<file path="config.mk">
export PLATFORM = sky130hd
export DESIGN_NAME = lru_tracker
export DESIGN_NICKNAME = d
export VERILOG_FILES = /design/src/hw/dcache_pkg.sv /design/src/hw/lru_tracker.sv
export SDC_FILE = /design/constraint.sdc
export NUM_CORES = 1
export LEC_CHECK = 0
export ABC_AREA = 1
export BUFFER_PORTS_ARGS = -buffer_cell sky130_fd_sc_hd__buf_2
export CAP_MARGIN = 20
export CORE_AREA = 2 2 133 109
export DETAILED_ROUTE_END_ITERATION = 12
export DIE_AREA = 0 0 135 111
export GPL_TIMING_DRIVEN = 0
export PLACE_DENSITY = 0.81
export SLEW_MARGIN = 20
export SYNTH_ARGS = -nofsm -noshare
export SYNTH_HDL_FRONTEND = slang
export SYNTH_SLANG_ARGS = --single-unit
</file>
<file path="constraint.sdc">
create_clock -name clk -period 3.2 [get_ports clk]
set_input_delay 0 -clock clk [delete_from_list [all_inputs] [get_ports clk]]
set_output_delay 0 -clock clk [all_outputs]
set_load 0.005 [all_outputs]
</file>
<file path="src/hw/dcache_pkg.sv">
package dcache_pkg;

    // --------------------
    // Address and block geometry.
    // --------------------
    localparam int ADDR_WIDTH  = 32;
    localparam int BLOCK_WIDTH = 512;
    localparam int BLOCK_BYTES = BLOCK_WIDTH / 8;
    localparam int OFFSET_W    = $clog2(BLOCK_BYTES);

    // Load and store data width.
    localparam int REG_WIDTH   = 64;

    // --------------------
    // Associativity.
    // --------------------
    localparam int WAY_COUNT   = 4;
    localparam int WAY_W       = $clog2(WAY_COUNT);

    // Store size as log2 of the byte count.
    typedef enum logic [1:0] {
        ST_BYTE   = 2'b00,
        ST_HALF   = 2'b01,
        ST_WORD   = 2'b10,
        ST_DOUBLE = 2'b11
    } store_type_e;

endpackage

</file>
<file path="src/hw/lru_tracker.sv">
`timescale 1ns/1ns

module lru_tracker import dcache_pkg::*; #(
    parameter int SET_COUNT = 16
) (
    input  logic                  clk,
    input  logic                  arstn,
    input  logic [ADDR_WIDTH-1:0] i_addr,
    input  logic [WAY_W-1:0]      i_way,
    input  logic                  i_lru_update,
    output logic [WAY_W-1:0]      o_victim
);

    localparam int INDEX_W = $clog2(SET_COUNT);

    // Age 0 is least recently used, WAY_COUNT-1 most recent.
    logic [WAY_W-1:0]   age_mem [SET_COUNT][WAY_COUNT];

    logic [INDEX_W-1:0] s_index;
    logic [WAY_W-1:0]   s_way_age;

    assign s_index   = i_addr[OFFSET_W +: INDEX_W];
    assign s_way_age = age_mem[s_index][i_way];

    // Lowest way with age 0.
    always_comb begin
        o_victim = '0;
        for (int w = WAY_COUNT - 1; w >= 0; w--) begin
            if (age_mem[s_index][w] == '0) begin
                o_victim = WAY_W'(w);
            end
        end
    end

    // --------------------
    // Age update.
    // --------------------
    always_ff @(posedge clk or negedge arstn) begin
        if (!arstn) begin
            for (int s = 0; s < SET_COUNT; s++) begin
                for (int w = 0; w < WAY_COUNT; w++) begin
                    age_mem[s][w] <= WAY_W'(w);
                end
            end
        end else if (i_lru_update) begin
            for (int w = 0; w < WAY_COUNT; w++) begin
                if (age_mem[s_index][w] > s_way_age) begin
                    age_mem[s_index][w] <= age_mem[s_index][w] - 1'b1;
                end
            end
            age_mem[s_index][i_way] <= WAY_W'(WAY_COUNT - 1);
        end
    end

endmodule

</file>
==> impl_metrics.toml <==
[timing]
final.setup.worst_slack_ps = 220
worst_slew_pin_slew_ps = 644
drv_slew = 0
setup_total_negative_slack_ps = 0
fin_hold_ws_ps = 57.3
finalHoldViolations = 0
finalClockSkew_ps = 11.9
final.period_utilization_pct = 93.1
finalCriticalPeriod_ps = 2980
timing.fmax_ghz = 0.336
setup_violations = 0
worst_slew_margin_rel_pct = 56.9

[cells_and_area]
final_instance_area_sq_um = 8770
finalCoreUtilization_pct = 63.3
layout.nets = 1197
drive_above_1_share_pct = 16.7
largest_register = "age_mem"
flow.area_growth_from_synthesis_pct = 12.8
largest_register_ffs = 128
fillCellCount = 1247
layout_top_registers = "age_mem (128)"
number_of_antenna_diodes = 0

[placement]
buffer_ports.inserted = 9
placement.setup.worst_slack_ps = -442
dp_hpwl_mm = 18.4
place_congestion = 1.00
placed_cell_area_sq_um = 8090

[flow_run]
max_cap_viol_count = 0

[global_routing]
overflow = 0
first_global_vias = 7465
maximum_number_of_pins_on_one_net_before_global_route_repair = 82
grt.total_usage_pct = 35.7
antenna_found_initial = 0
grt_pass1_wl_mm = 40.6

[cts]
clkLatencyLatePin_ps = 430
cts-root-to-sink-buffers = 2
cts-buffers-inserted = 17
clock_tree_from_tritoncts = "built"
clkSinkCount = 128
reg_clk_slew_reported_paths_ps = 60
cts-root-buf = "sky130_fd_sc_hd__clkbuf_16"
maximum_level_of_the_cts_h_tree = 4

[floorplan]
core_region_area_sq_um = 13900
effective_utilization_at_floorplan_pct = 56.1
pin_count = 39
die_width_um = 135
chipHeight_um = 111
placementRows = 39
die_area_sq_um = 15000

[outcome]
status = "finished clean"

[logic_synthesis]
synth_top_cells_by_area = "sky130_fd_sc_hd__nand2_1, sky130_fd_sc_hd__dfstp_2, sky130_fd_sc_hd__dfrtp_1"
synth.top_cell.area_share_pct = 23.2
ys.flop_type = "sky130_fd_sc_hd__dfstp_2"
number_of_flops_mapped_to_enable_cells_by_yosys = 0
synth_warnings = 0
yosys_register_bits = 128
synth.net_count = 1158
netlist_area_sq_um = 7770
synth_async_sr_flop_share_pct = 100
synth.yosys.seq_area_share_pct = 42.2
synth_largest_area_cell = "sky130_fd_sc_hd__nand2_1"
netlist-cell-type-count = 32
syn_inst = 1109
syn_avg_cell_area_sq_um = 7.01

[worst_setup_path]
worstPathRequired_ps = 3540
timing.critical_path.fanout_max = 10
start_point_of_the_critical_path = "age_mem[8]"
crit_arrival_ps = 3320
crit_end = "age_mem[97]"
setup.reg_to_reg.worst_slack_ps = 220
path_class = "reg2reg"
worst_r2r_startpoint = "age_mem[8]"
crit-reg2reg-capture = "age_mem[97]"
start_kind = "flip-flop"
r2r.worst_path.cells = 16
cp-end-kind = "flip-flop"

[routing]
route.detailed.drc = 0
wl_per_cell_um = 19.0
drt_iter0_drc = 944
detailedRoute.firstPassIterationCount = 5
antenna_violating_nets_left = 0
drt-total-wl_mm = 25.6
vias = 7811
post_drt_via_cell_ratio = 5.81

[min_path]
hp-class = "in2reg"
hold_start = "i_addr[8]"
timing.hold.worst_path_depth = 4

[power_and_ir_drop]
pwr_density_cell_nw_per_um2 = 925
power.leakage_nw = 4.45
irDropWorstVdd_v = 0.000616
routing by layer:
metal  global-route usage (%)  up-vias  part of all wire, %
met5                        0        -                    0
met4                     10.1        0                  2.9
met3                     13.3       75                   15
met2                     51.2      521                   42
met1                     50.5     3591                   41
li1                         -     3624                    -
worst max-delay path, cell delays in order, from the launching register on:
cell and delay (ps):
sky130_fd_sc_hd__dfstp_2 510, sky130_fd_sc_hd__inv_1 50, sky130_fd_sc_hd__o21ai_1 230, sky130_fd_sc_hd__nand2_1 100, sky130_fd_sc_hd__nand2_1 80, sky130_fd_sc_hd__nand2_1 40
sky130_fd_sc_hd__nand2_1 100, sky130_fd_sc_hd__nor2_4 90, sky130_fd_sc_hd__nor2_1 150, sky130_fd_sc_hd__nor2_1 60, sky130_fd_sc_hd__nand2_1 170, sky130_fd_sc_hd__ha_1 280
sky130_fd_sc_hd__a22oi_2 310, sky130_fd_sc_hd__clkbuf_4 300, sky130_fd_sc_hd__nand2_1 140, sky130_fd_sc_hd__o21ai_0 190, sky130_fd_sc_hd__o211ai_1 110
cells in the final DEF, fill, tap and decap left out, types with 5 or more instances in the layout:
master / instances
sky130_fd_sc_hd__a22oi_1: 42
sky130_fd_sc_hd__a31oi_1: 5
sky130_fd_sc_hd__buf_2: 22
sky130_fd_sc_hd__buf_4: 15
sky130_fd_sc_hd__clkbuf_1: 14
sky130_fd_sc_hd__clkbuf_16: 17
sky130_fd_sc_hd__clkbuf_2: 5
sky130_fd_sc_hd__clkbuf_8: 5
sky130_fd_sc_hd__dfrtp_1: 64
sky130_fd_sc_hd__dfstp_2: 64
sky130_fd_sc_hd__ha_1: 12
sky130_fd_sc_hd__inv_1: 99
sky130_fd_sc_hd__inv_2: 25
sky130_fd_sc_hd__nand2_1: 479
sky130_fd_sc_hd__nand2_2: 5
sky130_fd_sc_hd__nand3_1: 36
sky130_fd_sc_hd__nand4_1: 5
sky130_fd_sc_hd__nor2_1: 76
sky130_fd_sc_hd__nor2_2: 8
sky130_fd_sc_hd__nor2_4: 6
sky130_fd_sc_hd__nor3_1: 8
sky130_fd_sc_hd__o211ai_1: 29
sky130_fd_sc_hd__o21ai_0: 63
sky130_fd_sc_hd__o21ai_1: 14
sky130_fd_sc_hd__o221ai_1: 5
per-stage QoR:
stage / power [mW] / cells
after detailed placement: 5.95 / 1303
after global placement: 5.86 / 1302
after floorplan: 5.01 / 1109
after CTS: 7.86 / 1338
final: 8.11 / 1344
after global routing: 8.62 / 1344
layout make-up:
cell class	instances	area [sq um]	share of cell area, %
Buffer	44	253	2.88
Clock buffer	25	505	5.76
Clock inverter	6	56.3	0.642
Inverter	124	465	5.31
Multi-Input combinational cell	813	3810	43.4
Sequential cell	128	3280	37.4
Tap cell	184	230	2.63
Timing Repair Buffer	20	168	1.91
report_power, final:
part	total, mW	internal [mW]	switching (mW)	leakage, nW
registers	3.15	2.70	0.446	1.43
clock network	1.87	1.16	0.704	0.283
logic	3.10	1.07	2.03	2.74
total	8.11	4.93	3.18	4.45
what timing repair did:
item | in CTS | in global routing
endpoints found under the setup margin | 28 | 92
hold endpoints to repair | 99 | 0
setup buffers | 0 | 6
hold buffers | 4 | 0
resized for setup | 3 | 21
pin swaps | 0 | 2
synthesized netlist by cell type (all sizes together), types with 2 or more instances:
library cell	n
o211ai	29
a22oi	43
nor3	9
dfstp	64
nand2	484
inv	124
o21ai	78
a31oi	5
ha	12
o21bai	2
nand4	5
nor2	91
o221ai	5
nand3	40
buf	27
o22ai	4
o31ai	3
dfrtp	64
clkbuf	17
how the worst min path moves through the flow:
stage / end
2_1_floorplan: age_mem[101]
3_3_place_gp: age_mem[111]
3_5_place_dp: age_mem[66]
4_1_cts: age_mem[39]
5_1_grt: age_mem[107]
6_report: age_mem[39]
cells by family (layout without fill, tap and decap cells):
kind of cell / after synthesis / in the layout / synth area share [%]
simple gates: 630 / 630 / 32.8
fa+ha+maj: 12 / 12 / 1.93
buf+inv: 168 / 219 / 9.08
compound gates: 171 / 171 / 13.9
flops: 128 / 128 / 42.2
Power figures use the tool's default switching activity.
