[config.mk]
export PLATFORM = sky130hd
export DESIGN_NAME = store_unit
export DESIGN_NICKNAME = d
export VERILOG_FILES = /design/src/hw/dcache_pkg.sv /design/src/hw/store_unit.sv
export SDC_FILE = /design/constraint.sdc
export NUM_CORES = 1
export LEC_CHECK = 0
export BUFFER_PORTS_ARGS = -buffer_cell sky130_fd_sc_hd__buf_4
export CORE_AREA = 2 2 259 261
export DETAILED_ROUTE_END_ITERATION = 6
export DIE_AREA = 0 0 261 263
export GPL_TIMING_DRIVEN = 0
export SLEW_MARGIN = 20
export SYNTH_ARGS = -nofsm -noshare
export SYNTH_HDL_FRONTEND = slang
export SYNTH_SLANG_ARGS = --single-unit
[constraint.sdc]
create_clock -name vclk -period 4.1
set_input_delay 0.205 -clock vclk [all_inputs]
set_output_delay 0.205 -clock vclk [all_outputs]
set_load 0.02 [all_outputs]
[src/hw/dcache_pkg.sv]
package dcache_pkg;

    // --------------------
    // Address and block geometry.
    // --------------------
    localparam int ADDR_WIDTH  = 32;
    localparam int BLOCK_WIDTH = 512;
    localparam int BLOCK_BYTES = BLOCK_WIDTH / 8;
    localparam int OFFSET_W    = $clog2(BLOCK_BYTES);

    // Load and store data width.
    localparam int REG_WIDTH   = 64;

    // --------------------
    // Associativity.
    // --------------------
    localparam int WAY_COUNT   = 4;
    localparam int WAY_W       = $clog2(WAY_COUNT);

    // Store size as log2 of the byte count.
    typedef enum logic [1:0] {
        ST_BYTE   = 2'b00,
        ST_HALF   = 2'b01,
        ST_WORD   = 2'b10,
        ST_DOUBLE = 2'b11
    } store_type_e;

endpackage

[src/hw/store_unit.sv]
`timescale 1ns/1ns

module store_unit import dcache_pkg::*; (
    input  logic [ADDR_WIDTH-1:0]  i_addr,
    input  logic [REG_WIDTH-1:0]   i_wdata,
    input  store_type_e            i_store_type,
    output logic [BLOCK_BYTES-1:0] o_byte_en,
    output logic [BLOCK_WIDTH-1:0] o_store_data,
    output logic                   o_store_misaligned
);

    localparam int LANE_BYTES = REG_WIDTH / 8;
    localparam int LANE_W     = $clog2(LANE_BYTES);

    logic [OFFSET_W-1:0]    s_offset;
    logic [LANE_W-1:0]      s_low_mask;
    logic [OFFSET_W-1:0]    s_base;
    logic [LANE_BYTES-1:0]  s_lane_en;
    logic [BLOCK_BYTES-1:0] s_lane_en_wide;
    logic [REG_WIDTH-1:0]   s_lane_data;

    assign s_offset = i_addr[OFFSET_W-1:0];

    // Offset bits that must be zero for this size.
    assign s_low_mask = LANE_W'((1 << i_store_type) - 1);

    assign o_store_misaligned = |(s_offset[LANE_W-1:0] & s_low_mask);

    // --------------------
    // Byte enables.
    // --------------------
    assign s_lane_en      = LANE_BYTES'((1 << (1 << i_store_type)) - 1);
    assign s_lane_en_wide = {{(BLOCK_BYTES - LANE_BYTES){1'b0}}, s_lane_en};

    // Start byte rounded down to the access size.
    assign s_base = {s_offset[OFFSET_W-1:LANE_W], s_offset[LANE_W-1:0] & ~s_low_mask};

    assign o_byte_en = s_lane_en_wide << s_base;

    // --------------------
    // Store data.
    // --------------------
    always_comb begin
        case (i_store_type)
            ST_BYTE: s_lane_data = {8{i_wdata[7:0]}};
            ST_HALF: s_lane_data = {4{i_wdata[15:0]}};
            ST_WORD: s_lane_data = {2{i_wdata[31:0]}};
            default: s_lane_data = i_wdata;
        endcase
    end

    // Same lane copied into every 64-bit slot.
    assign o_store_data = {(BLOCK_WIDTH / REG_WIDTH){s_lane_data}};

endmodule

==> results of run 1 <==
[cell type report]
cell class,count,area [µm²],area share (%)
antenna,2,5.005,0.04542
tap,864,1081,9.810
buffer,482,3561,32.32
timing repair buffer,646,4850,44.01
inverter,10,37.54,0.3406
multi-input combinational,250,1485,13.48
[cell usage after synthesis, types with 2 or more instances]
cell type	count	area, µm²
sky130_fd_sc_hd__a21o_1	3	22.52
sky130_fd_sc_hd__clkbuf_1	8	30.03
sky130_fd_sc_hd__inv_1	10	37.54
sky130_fd_sc_hd__a211oi_1	8	60.06
sky130_fd_sc_hd__nor3_1	19	95.09
sky130_fd_sc_hd__mux2_2	16	180.2
sky130_fd_sc_hd__nor2b_1	13	81.33
sky130_fd_sc_hd__nand3_1	5	25.02
sky130_fd_sc_hd__or2_1	2	12.51
sky130_fd_sc_hd__o21ai_1	3	15.01
sky130_fd_sc_hd__nand2b_1	5	31.28
sky130_fd_sc_hd__nor4_1	2	12.51
sky130_fd_sc_hd__nand2_1	34	127.6
sky130_fd_sc_hd__a21oi_1	30	150.1
sky130_fd_sc_hd__nor2_1	62	232.7
sky130_fd_sc_hd__o21bai_1	2	15.01
sky130_fd_sc_hd__buf_4	460	3453
sky130_fd_sc_hd__o21ai_0	4	20.02
sky130_fd_sc_hd__nor3_2	2	20.02
sky130_fd_sc_hd__buf_2	12	60.06
sky130_fd_sc_hd__or2_2	2	12.51
sky130_fd_sc_hd__o22ai_1	7	43.79
sky130_fd_sc_hd__mux2i_1	17	170.2
[worst max-delay path, cell delays in order]
cell,delay [ns]
sky130_fd_sc_hd__buf_4,0.09
sky130_fd_sc_hd__buf_4,0.20
sky130_fd_sc_hd__buf_2,0.36
sky130_fd_sc_hd__buf_2,0.51
sky130_fd_sc_hd__nor2b_1,0.21
sky130_fd_sc_hd__ha_1,0.34
sky130_fd_sc_hd__nand2b_1,0.20
sky130_fd_sc_hd__a2bb2oi_2,0.16
sky130_fd_sc_hd__a21oi_2,0.13
sky130_fd_sc_hd__nor4_1,0.44
sky130_fd_sc_hd__buf_4,0.23
[metrics by stage]
stage                     hold WS [ns]  cells  utilization [%]  area (µm²)  setup slack (ns)
after floorplan                 0.5226    742                -        5064             1.530
after global placement          0.8662   2252            16.75       10990            0.5509
after detailed placement        0.8691   2252            16.78       11010            0.7602
after CTS                       0.8690   2252            16.78       11010            0.7498
after global routing            0.8852   2252            16.78       11010            0.5865
final                           0.8700   2254            16.79       11020            0.8159
[how the worst max path moves through the flow]
| stage | from | end | slack [ns] | depth (start not counted) |
|---|---|---|---|---|
| after detailed placement | i_store_type[0] | o_byte_en[39] | 0.76 | 11 |
| after global placement | i_store_type[1] | o_store_data[410] | 0.55 | 6 |
| after global routing | i_store_type[0] | o_byte_en[19] | 0.59 | 12 |
| after CTS | i_store_type[0] | o_byte_en[39] | 0.75 | 11 |
| after floorplan | i_store_type[0] | o_byte_en[23] | 1.53 | 9 |
| final | i_store_type[0] | o_byte_en[39] | 0.82 | 11 |
[layer usage]
metal / vias up / global-route usage [%]
met5: - / 0
met4: 2 / 0.5068
met3: 11 / 1.550
met2: 388 / 17.71
met1: 2808 / 10.88
li1: 3203 / -
[cells by family (layout without fill, tap and decap cells)]
family,count (synthesis),in the layout,share of synthesized area (%)
compound gates,66,66,8.352
xor+xnor,2,2,0.3460
fa+ha+maj,1,1,0.2471
buf+inv,492,1138,71.02
mux,33,33,6.919
other cells,0,2,0
simple gates,148,148,13.12
==> key figures, run 1 <==
Run status
  • Result of the run: finished clean

Final layout
  • Number of sequential cells in the layout: 0
  • Filler cell count in the final layout: around 7,600
  • P&R area growth vs syn: 117.6%
  • Flip-flop and latch area: 0 µm²
  • Clock buffer instance count of the final layout: 0
  • Most used cells in the layout excluding fill and tap cells: sky130_fd_sc_hd__buf_4 (1,106), sky130_fd_sc_hd__nor2_1 (62), sky130_fd_sc_hd__nand2_1 (34)
  • Most common cell after layout, fill and taps aside: sky130_fd_sc_hd__buf_4
  • Final nets: between 1,000 and 1,500
  • Share of final-layout standard cells stronger than drive strength 1: between 80% and 90%

STA
  • Number of endpoints with negative hold slack in the final report: 0
  • Worst slew margin relative to its limit: a little over a quarter
  • Ratio of final minimum period to clock period: between 80% and 90%
  • Maximum operating frequency: 304.5 MHz
  • Actual transition at the worst max-transition pin: between 1 and 1.5 ns
  • Final-layout setup total negative slack: 0 ns
  • Final-report max-slew violation count: 0
  • Number of setup violations in the final report: 0
  • Fin crit period: about 3.3 ns
  • Setup repair after global routing missed its margin: false

Critical path
  • Setup CP Type: input pin to primary output
  • Data arrival time of the worst path: 3.08 ns
  • Largest fanout of any net on the critical path: 10
  • Kind of capture point of the worst setup path: primary output
  • Critical path launch point type: input pin
  • Req. time, crit path: 3.89 ns

Synth
  • Yosys synthesis warning count: 0
  • Distinct cell type count of the synthesized netlist: 39
  • Avg Synthesized Cell Area: 6.824 µm²
  • Number of nets in the synthesized netlist: ~840
  • Share of the yosys chip area belonging to registers: 0%
  • Summed instance area of the synthesized netlist: 5064 µm²
  • Syn Inst Count: between 700 and 800

GRT
  • Global-route wire length before repair: 45.13 mm
  • Total routing usage reported by global routing: about 9%
  • Maximum number of pins on one net before global-route repair: 15
  • Via count of the first global-routing pass: 5,975
  • Antenna violations before repair: 4
  • Global route total overflow: 0

Routing
  • Post-route ant nets: 0
  • Routed length on met1: 13.88 mm
  • Top Layer Used: met5
  • Count of vias placed by the detailed router: roughly 6,400
  • Total wirelength of the detailed-routed design: about 35 mm
  • WL met2: 17.70 mm
  • Length of routed met3 wiring: approximately 2.8 mm
  • Vias per std cell: between 2 and 3
  • DR WL/cell: between 15 and 20 µm
  • Number of detailed-route iterations in the first pass: 4
  • # DRC: 0
  • Number of DRC markers after the initial detailed-route iteration: 155

Die
  • Boundary Pins: between 600 and 700
  • Horizontal die dimension: approximately 260 µm
  • Initial Utilization: 7.716%
  • Placement Rows: 94
  • Die area: approximately 69,000 µm²
  • Placeable Area: between 60,000 and 70,000 µm²
  • Die height: roughly 260 µm

Clocking
  • Count of buffers added by post-CTS timing repair for setup: 0
  • Post-CTS resize count: 0
  • Count of hold-fix buffers inserted at cts: 0

Placement
  • Final weighted congestion of routability-driven global placement: 0.7633
  • Count of input and output buffers: between 600 and 700
  • Post-DP HPWL: roughly 30 mm

Worst hold path
  • Worst hold path stage count: 3
  • Launch instance of the worst min-delay path: i_wdata[35]
  • Type of the most critical hold path: input pin to primary output
  • Hold EP: o_store_data[35]

Run
  • Total of max-cap violations: 0
==> run 2: changes to the inputs <==
--- a/config.mk
+++ b/config.mk
@@ -6,9 +6,9 @@
 export NUM_CORES = 1
 export LEC_CHECK = 0
 export BUFFER_PORTS_ARGS = -buffer_cell sky130_fd_sc_hd__buf_4
-export CORE_AREA = 2 2 259 261
+export CORE_AREA = 2 2 260 262
 export DETAILED_ROUTE_END_ITERATION = 6
-export DIE_AREA = 0 0 261 263
+export DIE_AREA = 0 0 262 264
 export GPL_TIMING_DRIVEN = 0
 export SLEW_MARGIN = 20
 export SYNTH_ARGS = -nofsm -noshare
==> constraint.sdc (replaced) <==
create_clock -name vclk -period 2.95
set_input_delay 0.1475 -clock vclk [all_inputs]
set_output_delay 0.1475 -clock vclk [all_outputs]
set_load 0.02 [all_outputs]
==> run 2 against run 1 <==
Compared with the run above:
- cell area grew 0.91%
- die area rose by 0.76%
- critical endpoint is now o_byte_en[47]
- non-clock buffer count increased by 2
==> key figures, run 2 (synthesis gave the netlist of run 1 again) <==
Final layout
  • Clock buffer instance count of the final layout: 0
  • Share of final-layout standard cells stronger than drive strength 1: a little over four fifths
  • Layout Utilization: 16.70%
  • Flip-flop and latch area: 0 µm²
  • Number of sequential cells in the layout: 0
  • Post-Layout Inst Area: 11,120 µm²
  • Filler-free cell count of the finished design: roughly 2,300
  • Most used cells in the layout excluding fill and tap cells: sky130_fd_sc_hd__buf_4 (1,106), sky130_fd_sc_hd__nor2_1 (62), sky130_fd_sc_hd__nand2_1 (34)
  • Final nets: 1,491
  • Most common cell after layout, fill and taps aside: sky130_fd_sc_hd__buf_4
  • P&R area growth vs syn: 119.6%

Placement
  • Post-DP HPWL: 30.00 mm
  • Worst setup slack after placement: -0.4500 ns
  • Dpl cell area: around 11,000 µm²
  • Dpl cells: ~2,300
  • Final weighted congestion of routability-driven global placement: around 0.80
  • Count of input and output buffers: 646

Routing
  • # DRC: 0
  • Total wirelength of the detailed-routed design: roughly 35 mm
  • Post-route ant nets: 0
  • Count of vias placed by the detailed router: about 6,400
  • Vias per std cell: between 2 and 3
  • Number of DRC markers after the initial detailed-route iteration: roughly 130
  • DR WL/cell: about 15 µm
  • Number of detailed-route iterations in the first pass: 4

Worst hold path
  • Worst hold path stage count: 3
  • Launch instance of the worst min-delay path: i_wdata[36]
  • Type of the most critical hold path: input pin to primary output
  • Hold EP: o_store_data[36]

Power and ir drop
  • Switching part of the total power: a little over half
  • Peak supply drop: approximately 0.090 mV
  • Pint: approximately 1500 µW
  • Total power divided by cell area: roughly 280 nW/µm²
  • Part of the power in registers: 0%
  • Combinational fraction of design power: between 90% and 100%
  • Post-route total power: around 3200 µW
  • Static leakage power: 0.006075 µW
  • Switching component of the power: roughly 1600 µW
  • Clock network fraction of design power: 0%

Die
  • Die height: approximately 260 µm
  • Die area: approximately 69,000 µm²
  • Boundary Pins: slightly below 700
  • Horizontal die dimension: roughly 260 µm
  • Initial Utilization: roughly 7.6%
  • Placement Rows: 95
  • Placeable Area: 66,560 µm²

Critical path
  • Req. time, crit path: ~2.8 ns
  • Kind of capture point of the worst setup path: primary output
  • Setup CP Type: input pin to primary output
  • CP Cell Sequence: buf_4, buf_4, or2_1, buf_2, inv_1, buf_6, ha_2, nand2b_2, a2bb2oi_2, a21oi_4, buf_6, nor3_2, buf_4
  • Dominant cell type by count on the critical path: sky130_fd_sc_hd__buf_4
  • Highest-delay cell along the critical path: sky130_fd_sc_hd__ha_2
  • Critical path launch point type: input pin
  • Data arrival time of the worst path: 2.66 ns
  • CP startpoint: i_store_type[0]
  • Largest fanout of any net on the critical path: 10
  • CP peak stage delay: 0.37 ns

STA
  • Final-report max-slew violation count: 0
  • Ratio of final minimum period to clock period: 95.06%
  • Actual transition at the worst max-transition pin: approximately 1.1 ns
  • Number of setup violations in the final report: 0
  • Worst slew margin relative to its limit: between 20% and 30%
  • Maximum operating frequency: roughly 360 MHz
  • Worst Setup Slack, final: ~0.15 ns
  • Fin crit period: around 2.8 ns
  • Number of endpoints with negative hold slack in the final report: 0
  • Setup repair after global routing missed its margin: false

Run status
  • Result of the run: finished clean

GRT
  • Met3 global-route usage: around 1.6%
  • Antenna violations before repair: 5
  • Global-route wire length before repair: 44.08 mm
  • Total routing usage reported by global routing: under 10%
  • Global route total overflow: 0
  • Most utilized layer in the global route result: met2
  • Met1 track utilization from global routing: roughly 11%
  • Maximum number of pins on one net before global-route repair: 15
  • Met2 track demand over resource in global routing: 16.97%
  • Via count of the first global-routing pass: approximately 5,700

Run
  • Total of max-cap violations: 0

Clocking
  • Count of buffers added by post-CTS timing repair for setup: 0
run 2: power by group through the flow:
stage	logic (µW)	registers, µW	clock network [µW]
after floorplan	1860	0	0
after global placement	3190	0	0
after detailed placement	3200	0	0
after CTS	3210	0	0
after global routing	3350	0	0
final	3160	0	0.0000770
run 2: worst max path at each step:
stage | endpoint | depth (start not counted) | slack, ns
2_1_floorplan | o_byte_en[23] | 9 | 0.49
3_3_place_gp | o_store_data[308] | 7 | -0.80
3_5_place_dp | o_byte_en[47] | 12 | -0.45
4_1_cts | o_byte_en[47] | 13 | 0.03
5_1_grt | o_byte_en[21] | 12 | 0.001
6_report | o_byte_en[47] | 13 | 0.15
run 2: layout make-up:
type | count | area, µm²
Antenna cell | 3 | 7.507
Buffer | 482 | 3582
Fill cell | 7630 | 55440
Inverter | 10 | 37.54
Multi-Input combinational cell | 250 | 1528
Tap cell | 873 | 1092
Timing Repair Buffer | 648 | 4872
run 2: metrics by stage:
stage | setup TNS (ns) | hold WS [ns]
floorplan | 0 | 0.4076
global placement | -39.63 | 0.7538
detailed placement | -29.56 | 0.7484
CTS | 0 | 0.7513
global route | 0 | 0.7790
finish | 0 | 0.7552
run 2: routing by layer:
| layer | wire (µm) | up-vias | share of wire (%) |
|---|---|---|---|
| met5 | 42 | - | 0.12 |
| met4 | 449 | 6 | 1.3 |
| li1 | - | 3202 | - |
| met3 | 2868 | 17 | 8.3 |
| met2 | 17250 | 379 | 50 |
| met1 | 14040 | 2759 | 41 |
run 2: what timing repair did:
item	CTS	global route
hold buffers	0	0
setup endpoints to repair	153	18
resized for setup	13	4
run 2: critical path, delay by kind of cell:
family | cells | cell delay (ns)
AO/OA/AOI/OAI | 2 | 0.30
buffers and inverters | 7 | 1.19
adder cells (fa/ha/maj) | 1 | 0.37
AND/OR/NAND/NOR | 3 | 0.63
(Power assumes the default switching activity.)
