<file path="src/hw/dcache_pkg.sv">
package dcache_pkg;

    // --------------------
    // Address and block geometry.
    // --------------------
    localparam int ADDR_WIDTH  = 32;
    localparam int BLOCK_WIDTH = 512;
    localparam int BLOCK_BYTES = BLOCK_WIDTH / 8;
    localparam int OFFSET_W    = $clog2(BLOCK_BYTES);

    // Load and store data width.
    localparam int REG_WIDTH   = 64;

    // --------------------
    // Associativity.
    // --------------------
    localparam int WAY_COUNT   = 4;
    localparam int WAY_W       = $clog2(WAY_COUNT);

    // Store size as log2 of the byte count.
    typedef enum logic [1:0] {
        ST_BYTE   = 2'b00,
        ST_HALF   = 2'b01,
        ST_WORD   = 2'b10,
        ST_DOUBLE = 2'b11
    } store_type_e;

endpackage

</file>
<file path="src/hw/tag_array.sv">
`timescale 1ns/1ns

module tag_array import dcache_pkg::*; #(
    parameter int SET_COUNT = 16
) (
    input  logic                  clk,
    input  logic                  arstn,
    input  logic [ADDR_WIDTH-1:0] i_addr,
    input  logic [WAY_W-1:0]      i_victim,
    input  logic                  i_write_en,
    input  logic                  i_block_write_en,
    input  logic                  i_valid_update,
    input  logic                  i_addr_control,
    output logic                  o_hit,
    output logic [WAY_W-1:0]      o_way,
    output logic                  o_dirty,
    output logic [ADDR_WIDTH-1:0] o_line_addr
);

    localparam int INDEX_W = $clog2(SET_COUNT);
    localparam int TAG_W   = ADDR_WIDTH - INDEX_W - OFFSET_W;

    logic [TAG_W-1:0]      tag_mem   [SET_COUNT][WAY_COUNT];
    logic [WAY_COUNT-1:0]  valid_mem [SET_COUNT];
    logic [WAY_COUNT-1:0]  dirty_mem [SET_COUNT];

    logic [INDEX_W-1:0]    s_index;
    logic [TAG_W-1:0]      s_tag;
    logic [WAY_COUNT-1:0]  s_hit_vec;
    logic [ADDR_WIDTH-1:0] s_refill_addr;
    logic [ADDR_WIDTH-1:0] s_wb_addr;

    assign s_index = i_addr[OFFSET_W +: INDEX_W];
    assign s_tag   = i_addr[ADDR_WIDTH-1 -: TAG_W];

    // --------------------
    // Lookup.
    // --------------------
    always_comb begin
        for (int w = 0; w < WAY_COUNT; w++) begin
            s_hit_vec[w] = valid_mem[s_index][w] && (tag_mem[s_index][w] == s_tag);
        end
    end

    assign o_hit = |s_hit_vec;

    // Lowest hitting way or the victim on a miss.
    always_comb begin
        o_way = i_victim;
        for (int w = WAY_COUNT - 1; w >= 0; w--) begin
            if (s_hit_vec[w]) begin
                o_way = WAY_W'(w);
            end
        end
    end

    assign o_dirty = dirty_mem[s_index][i_victim];

    assign s_refill_addr = {i_addr[ADDR_WIDTH-1:OFFSET_W], {OFFSET_W{1'b0}}};
    assign s_wb_addr     = {tag_mem[s_index][i_victim], s_index, {OFFSET_W{1'b0}}};
    assign o_line_addr   = i_addr_control ? s_refill_addr : s_wb_addr;

    // --------------------
    // Updates.
    // --------------------
    always_ff @(posedge clk) begin
        if (i_block_write_en && !i_write_en) begin
            tag_mem[s_index][i_victim] <= s_tag;
        end
    end

    always_ff @(posedge clk or negedge arstn) begin
        if (!arstn) begin
            valid_mem <= '{default: '0};
            dirty_mem <= '{default: '0};
        end else begin
            if (i_write_en) begin
                dirty_mem[s_index][o_way] <= 1'b1;
            end else if (i_block_write_en) begin
                dirty_mem[s_index][i_victim] <= 1'b0;
            end
            if (i_valid_update) begin
                valid_mem[s_index][i_victim] <= 1'b1;
            end
        end
    end

endmodule

</file>
<file path="config.mk">
export PLATFORM = sky130hd
export DESIGN_NAME = tag_array
export DESIGN_NICKNAME = d
export VERILOG_FILES = /design/src/hw/dcache_pkg.sv /design/src/hw/tag_array.sv
export SDC_FILE = /design/constraint.sdc
export NUM_CORES = 1
export LEC_CHECK = 0
export BUFFER_PORTS_ARGS = -buffer_cell sky130_fd_sc_hd__buf_2
export CAP_MARGIN = 30
export CORE_MARGIN = 10
export CORE_UTILIZATION = 35
export DETAILED_ROUTE_END_ITERATION = 8
export MAX_ROUTING_LAYER = met4
export PLACE_DENSITY = 0.53
export REMOVE_ABC_BUFFERS = 1
export SYNTH_ARGS = -nofsm -noshare
export SYNTH_HDL_FRONTEND = slang
export SYNTH_SLANG_ARGS = --single-unit
</file>
<file path="constraint.sdc">
create_clock -name clk -period 12.6 [get_ports clk]
set_clock_uncertainty 0.15 [all_clocks]
set_input_delay 2.52 -clock clk [delete_from_list [all_inputs] [get_ports clk]]
set_output_delay 2.52 -clock clk [all_outputs]
set_load 0.05 [all_outputs]
</file>
==> flow_metrics.env, run 1 <==
export IMPL_antenna_found_initial=8
export IMPL_drc=0
export IMPL_gr_total_overflow=0
export IMPL_yosys_area_top_type_share=0.663
export IMPL_yosys_area_share_simple=0.0310
export IMPL_critical_path_max_stage_delay_ps=590
export IMPL_wire_per_inst_um=32.8
export IMPL_power_density_nw_per_um2=158
export IMPL_maxCapViolCount=0
export IMPL_setup_tns_ps=0
export IMPL_drive_above_1_share=0.263
export IMPL_critPathArrivalTime_ps=7560
export IMPL_wirelength_mm=201
export IMPL_wl_met2_mm=89.9
export IMPL_route_antenna_remaining_nets=0
export IMPL_multi_input_area_um2=17000
export IMPL_netlist_area_um2=63800
export IMPL_yosys_warnings=0
export IMPL_synth_enable_flop_cells=1408
export IMPL_max_freq_ghz=0.0977
export IMPL_ys_top_cells_by_area="edfxtp_1, mux4_2, dfrtp_1"
export IMPL_layout_common_cells="edfxtp_1, mux4_2, mux2i_1, buf_4"
export IMPL_crit_chain="buf_8 -> buf_4 -> buf_4 -> mux4_2 -> a22oi_1 -> o21ai_1 -> xor2_1 -> nor4_1 -> nand4_2 -> and2_1 -> a21oi_1 -> buf_2"
export IMPL_synth_top_family_by_area="multiplexers"
export IMPL_final_core_util=0.402
export IMPL_cts_resized=0
export IMPL_clock_sinks=1536
export IMPL_ios=76
export IMPL_mostFrequentLayoutCell="edfxtp_1"
export IMPL_routed_top_layer="met4"
export IMPL_grt_max_degree=108
export IMPL_syn_to_final_growth_pct=14.1
export IMPL_rsz0062_at_grt="false"
export IMPL_synth_adder_area_share=0
export IMPL_finalSetupViolCount=0
export IMPL_synth_compound_area_frac=0.0519
export IMPL_syn_area_per_cell_um2=18.5
export IMPL_peakVddDrop_uv=99.9
export IMPL_gp_congestion=0.957
export IMPL_root_buffer="clkbuf_16"
export IMPL_drt_met1_wl_mm=85.4
export IMPL_fin_nets=3659
export IMPL_worstSetupEndpointType="output pin"
export IMPL_core_area_um2=181000
export IMPL_clock_latency_ps=840
export IMPL_async_flop_share=0.0833
export IMPL_seq_area_um2=45500
export IMPL_fp_dieH_um=447
export IMPL_die_x_um=447
export IMPL_synth_area_leader_cell="edfxtp_1"
export IMPL_ys_flop_type="edfxtp_1"
export IMPL_firstDrtPassIters=7
export IMPL_ctsHtreeMaxLevel=4
export IMPL_outcome="completed"
export IMPL_ctsHoldBuffers=0
export IMPL_vias=35000
export IMPL_period_needed_ps=10230
export IMPL_cts_made_buffers=167
export IMPL_worst_pin_slew_ps=1110
export IMPL_dpl_hpwl_mm=126
export IMPL_leakagePower_uw=0.0237
export IMPL_fillCellCount=16100
export IMPL_syn_inst=3449
export IMPL_synthMuxAreaShare=0.165
export IMPL_num_rows=156
export IMPL_drv_slew=0
export IMPL_crit_top_cell="buf_4"
export IMPL_crit_path_top_delay_cell="a21oi_1"
export IMPL_ys_seq_elements=1536
export IMPL_grt_pass1_vias=34400
export IMPL_worstPathRequired_ps=9930
export IMPL_clk_path_buf_depth=3
export IMPL_vias_per_cell=5.71
export IMPL_criticalPathCategory="input port to output pin"
export IMPL_drt_iter0_drc=4219
export IMPL_clk_pin_slew_ps=50
export IMPL_synthXorXnorAreaFrac=0.0152
export IMPL_cp_max_fo=59
export IMPL_cts_tree="yes"
export IMPL_hold_viol=0
export IMPL_port_buffers=63
export IMPL_slew_headroom=0.238
export IMPL_hold_class="register to register"
export IMPL_finalCritPeriodShare=0.812
export IMPL_postCtsSetupBuffers=0
export IMPL_floorplan_initialDensity=0.352
export IMPL_grt_pass1_wl_mm=281
export IMPL_synth_seq_area_share=0.713
export IMPL_synth_cell_types=86
export IMPL_wl_met3_mm=14.8
export IMPL_grt_util_all_layers=0.205
export IMPL_critPathLaunchType="input port"
export IMPL_die_area_um2=200000
==> registers in the layout (all words and copies together) (netlist names) <==
register / count
dirty_mem: 64
tag_mem: 1408
valid_mem: 64
==> Yosys cell counts, types with 5 or more instances <==
master     count
edfxtp_1    1408
mux4_2       345
mux2i_1      196
nand2_1      167
o21ai_0      135
dfrtp_1      128
nor2_1       128
clkbuf_1      91
xnor2_1       81
o21bai_1      64
mux2_2        62
buf_4         58
a22oi_1       52
buf_2         44
a21oi_1       40
o22ai_1       37
nand3_1       36
o21ai_1       34
xor2_1        30
buf_1         23
nor3_1        20
a31oi_1       17
o211ai_1      17
and3_1        16
inv_1         16
buf_6         15
a221oi_1      11
and2_1        10
buf_8         10
o21ai_2       10
nor2b_1        9
a211oi_1       8
nor4_1         8
o31ai_1        8
nand2b_1       7
a2bb2oi_1      6
o2111ai_1      6
or3_1          6
a311oi_1       5
or2_2          5
==> where the power goes <==
group / switching, uW / internal [uW] / leakage, uW
Sequential: 43.9 / 5660 / 0.0143
Clock: 2080 / 2760 / 0.00263
Combinational: 648 / 333 / 0.00684
==> critical path: cells and delay by family <==
family | cells | cell delay [ps]
xor+xnor | 1 | 250
compound gates | 3 | 1480
mux | 1 | 380
buf+inv | 4 | 1800
simple gates | 3 | 920
==> stage by stage <==
stage / std cells / cell area (um2) / worst slack [ps] / power, uW / hold WS [ps]
after floorplan: 3212 / 62400 / 3890 / 6260 / 288
after global placement: 5813 / 67200 / 2480 / 6770 / 302
after detailed placement: 5817 / 67300 / 2500 / 6780 / 307
after CTS: 6124 / 72700 / 2490 / 11600 / 323
after global routing: 6129 / 72800 / 2350 / 11900 / 330
final: 6130 / 72800 / 2370 / 11500 / 318
==> path summary, 6_finish.rpt <==
path                                           startpoint                         to  slack, ps  depth (start not counted)
worst max-delay path                            i_addr[8]                   o_way[1]       2370                         12
worst min-delay path            valid_mem[56]$_DFFE_PN0P_  valid_mem[56]$_DFFE_PN0P_        320                          1
worst max register to register   tag_mem[5][74]$_DFFE_PP_  dirty_mem[41]$_DFFE_PN0P_       8110                         10
worst min register to register  valid_mem[56]$_DFFE_PN0P_  valid_mem[56]$_DFFE_PN0P_        320                          1
max in group asynchronous                           arstn   valid_mem[2]$_DFFE_PN0P_       9240                          2
min in group asynchronous                           arstn  dirty_mem[41]$_DFFE_PN0P_       1630                          1
==> cell type report <==
cell class / count / area share
diodes: 3 / 0.000103
inverters: 20 / 0.00114
well taps: 2370 / 0.0408
clock inverters: 97 / 0.0144
flip-flops and latches: 1536 / 0.625
clock buffers: 210 / 0.0601
repair buffers: 238 / 0.0248
multi-input cells: 1656 / 0.234
==> kinds of logic (layout without fill, tap and decap cells) <==
kind of cell,count (synthesis),count (layout)
compound gates,499,499
flops,1536,1536
other cells,1,9
simple gates,433,433
xor+xnor,111,111
buf+inv,262,565
mux,607,607
==> routing by layer <==
layer / GRT usage / up-vias
met4: 0.0999 / 0
li1: - / 14300
met2: 0.299 / 1564
met1: 0.277 / 18800
met3: 0.0373 / 417
met5: - / -
(Power assumes the default switching activity.)
==> inputs of run 2 (changes only) <==
Clock period 12.6 ns to 10.4 ns, I/O delays scaled along.
==> run 2 against run 1 <==
  * Sequential share of layout area down 0.13 points
  * Non-clock buffer count up 27
  * Count of clock-buffer cells in the layout down 9
  * Global-route usage up 0.19 points
  * Largest power group unchanged
==> flow_metrics.env, run 2 (synthesis gave the netlist of run 1 again) <==
export IMPL_outcome="completed"
export IMPL_fp_dieH_um=447
export IMPL_core_area_um2=181000
export IMPL_setup_worst_path_start="i_addr[8]"
export IMPL_max_freq_ghz=0.110
export IMPL_mostFrequentLayoutCell="edfxtp_1"
export IMPL_finalCritPeriodShare=0.873
export IMPL_layout_common_cells="edfxtp_1, mux4_2, mux2i_1, buf_4, nand2_1"
export IMPL_rsz0062_at_grt="false"
export IMPL_cp_max_fo=60
export IMPL_wirelength_mm=203
export IMPL_ctsHtreeMaxLevel=4
export IMPL_timing_critical_path_buf_inv=4
export IMPL_top_regs="tag_mem x1408, dirty_mem x64, valid_mem x64"
export IMPL_criticalPathCategory="input port to output pin"
export IMPL_slew_headroom=0.271
export IMPL_period_needed_ps=9080
export IMPL_maxCapViolCount=0
export IMPL_critPathArrivalTime_ps=6850
export IMPL_drc=0
export IMPL_worstPathRequired_ps=8170
export IMPL_vias=35100
export IMPL_cts_made_buffers=165
export IMPL_final_cell_area_um2=72900
export IMPL_die_area_um2=200000
export IMPL_crit_chain="buf_8 -> buf_4 -> mux4_2 -> and2_1 -> a211oi_1 -> a21oi_1 -> buf_4 -> xnor2_1 -> a2111oi_1 -> nand4_2 -> and2_1 -> a21oi_1 -> buf_2"
export IMPL_antenna_found_initial=16
export IMPL_setup_tns_ps=0
export IMPL_reg2reg_from="tag_mem[5][74]$_DFFE_PP_"
export IMPL_vias_per_cell=5.71
export IMPL_crit_path_top_delay_cell="a21oi_1"
export IMPL_drt_iter0_drc=3955
export IMPL_fin_nets=3684
export IMPL_largest_reg_flops=1408
export IMPL_hold_viol=0
export IMPL_finalSetupViolCount=0
export IMPL_hold_class="register to register"
export IMPL_drv_slew=0
export IMPL_grt_util_all_layers=0.207
export IMPL_root_buffer="clkbuf_16"
export IMPL_leakagePower_uw=0.0238
export IMPL_placed_area_um2=67600
export IMPL_drive_above_1_share=0.265
export IMPL_port_buffers=63
export IMPL_clock_latency_ps=830
export IMPL_firstDrtPassIters=5
export IMPL_clk_path_buf_depth=3
export IMPL_ios=76
export IMPL_dpl_hpwl_mm=128
export IMPL_syn_to_final_growth_pct=14.3
export IMPL_peakVddDrop_uv=170
export IMPL_postCtsSetupBuffers=0
export IMPL_floorplan_initialDensity=0.352
export IMPL_critPathLaunchType="input port"
export IMPL_cts_resized=0
export IMPL_worstHoldStart="valid_mem[53]$_DFFE_PN0P_"
export IMPL_clk_pin_slew_ps=60
export IMPL_grt_pass1_vias=35000
export IMPL_hold_slack_ps=320
export IMPL_largest_register="tag_mem"
export IMPL_power_density_nw_per_um2=190
export IMPL_grt_max_degree=84
export IMPL_cp_top_family="compound AO/OA/AOI/OAI gates"
export IMPL_num_rows=156
export IMPL_grt_pass1_wl_mm=284
export IMPL_wire_per_inst_um=33.0
export IMPL_cts_tree="yes"
export IMPL_setup_ws_ps=1320
export IMPL_die_x_um=447
export IMPL_worst_pin_slew_ps=1060
export IMPL_ctsHoldBuffers=0
export IMPL_gr_total_overflow=0
export IMPL_gp_congestion=0.988
export IMPL_route_antenna_remaining_nets=0
export IMPL_clock_sinks=1536
export IMPL_critical_path_max_stage_delay_ps=580
export IMPL_dp_slack_ps=1490
export IMPL_worstSetupEndpointType="output pin"
## run 2: worst paths after layout
path                                              to  slack (ps)  cells after the start
max in group asynchronous  valid_mem[26]$_DFFE_PN0P_        7660                      3
hold / removal             valid_mem[53]$_DFFE_PN0P_         320                      1
hold reg to reg            valid_mem[53]$_DFFE_PN0P_         320                      1
min in group asynchronous  dirty_mem[56]$_DFFE_PN0P_        1070                      1
setup reg to reg           dirty_mem[41]$_DFFE_PN0P_        5840                     10
setup / recovery                            o_way[1]        1320                     13
## run 2: routing by layer
layer	wire (um)	track usage
met1	84600	0.276
met5	0	-
met2	92800	0.309
met4	10400	0.0920
met3	15300	0.0380
## run 2: worst register-to-register path, cell delays in order, from the launching register on
cell and delay [ps]:
edfxtp_1 360, mux4_2 480, mux2i_1 700, xnor2_1 200
nor2_1 60, a2111oi_0 770, nand3_1 260, nor4_4 550
nor2_1 220, o21ai_4 560, o21ai_1 120
## run 2: final cells by class
class	instances	area (um2)
fill	16100	108000
sequential	1536	45500
multi-input combinational	1656	17000
clock buffer	201	4300
tap	2370	2970
timing repair buffer	265	2110
clock inverter	98	948
inverter	20	82.6
antenna	10	25.0
## run 2: where the power goes
group / switching, uW / total (uW) / internal [uW]
sequential: 51.2 / 6910 / 6860
clock: 2470 / 5750 / 3280
combinational: 791 / 1210 / 415
## run 2: per-stage QoR
stage / total power [uW] / std cells / util
global route: 14300 / 6152 / 0.403
detailed placement: 8230 / 5844 / 0.373
CTS: 14000 / 6143 / 0.402
global placement: 8220 / 5839 / 0.373
floorplan: 7590 / 3212 / -
finish: 13900 / 6156 / 0.403
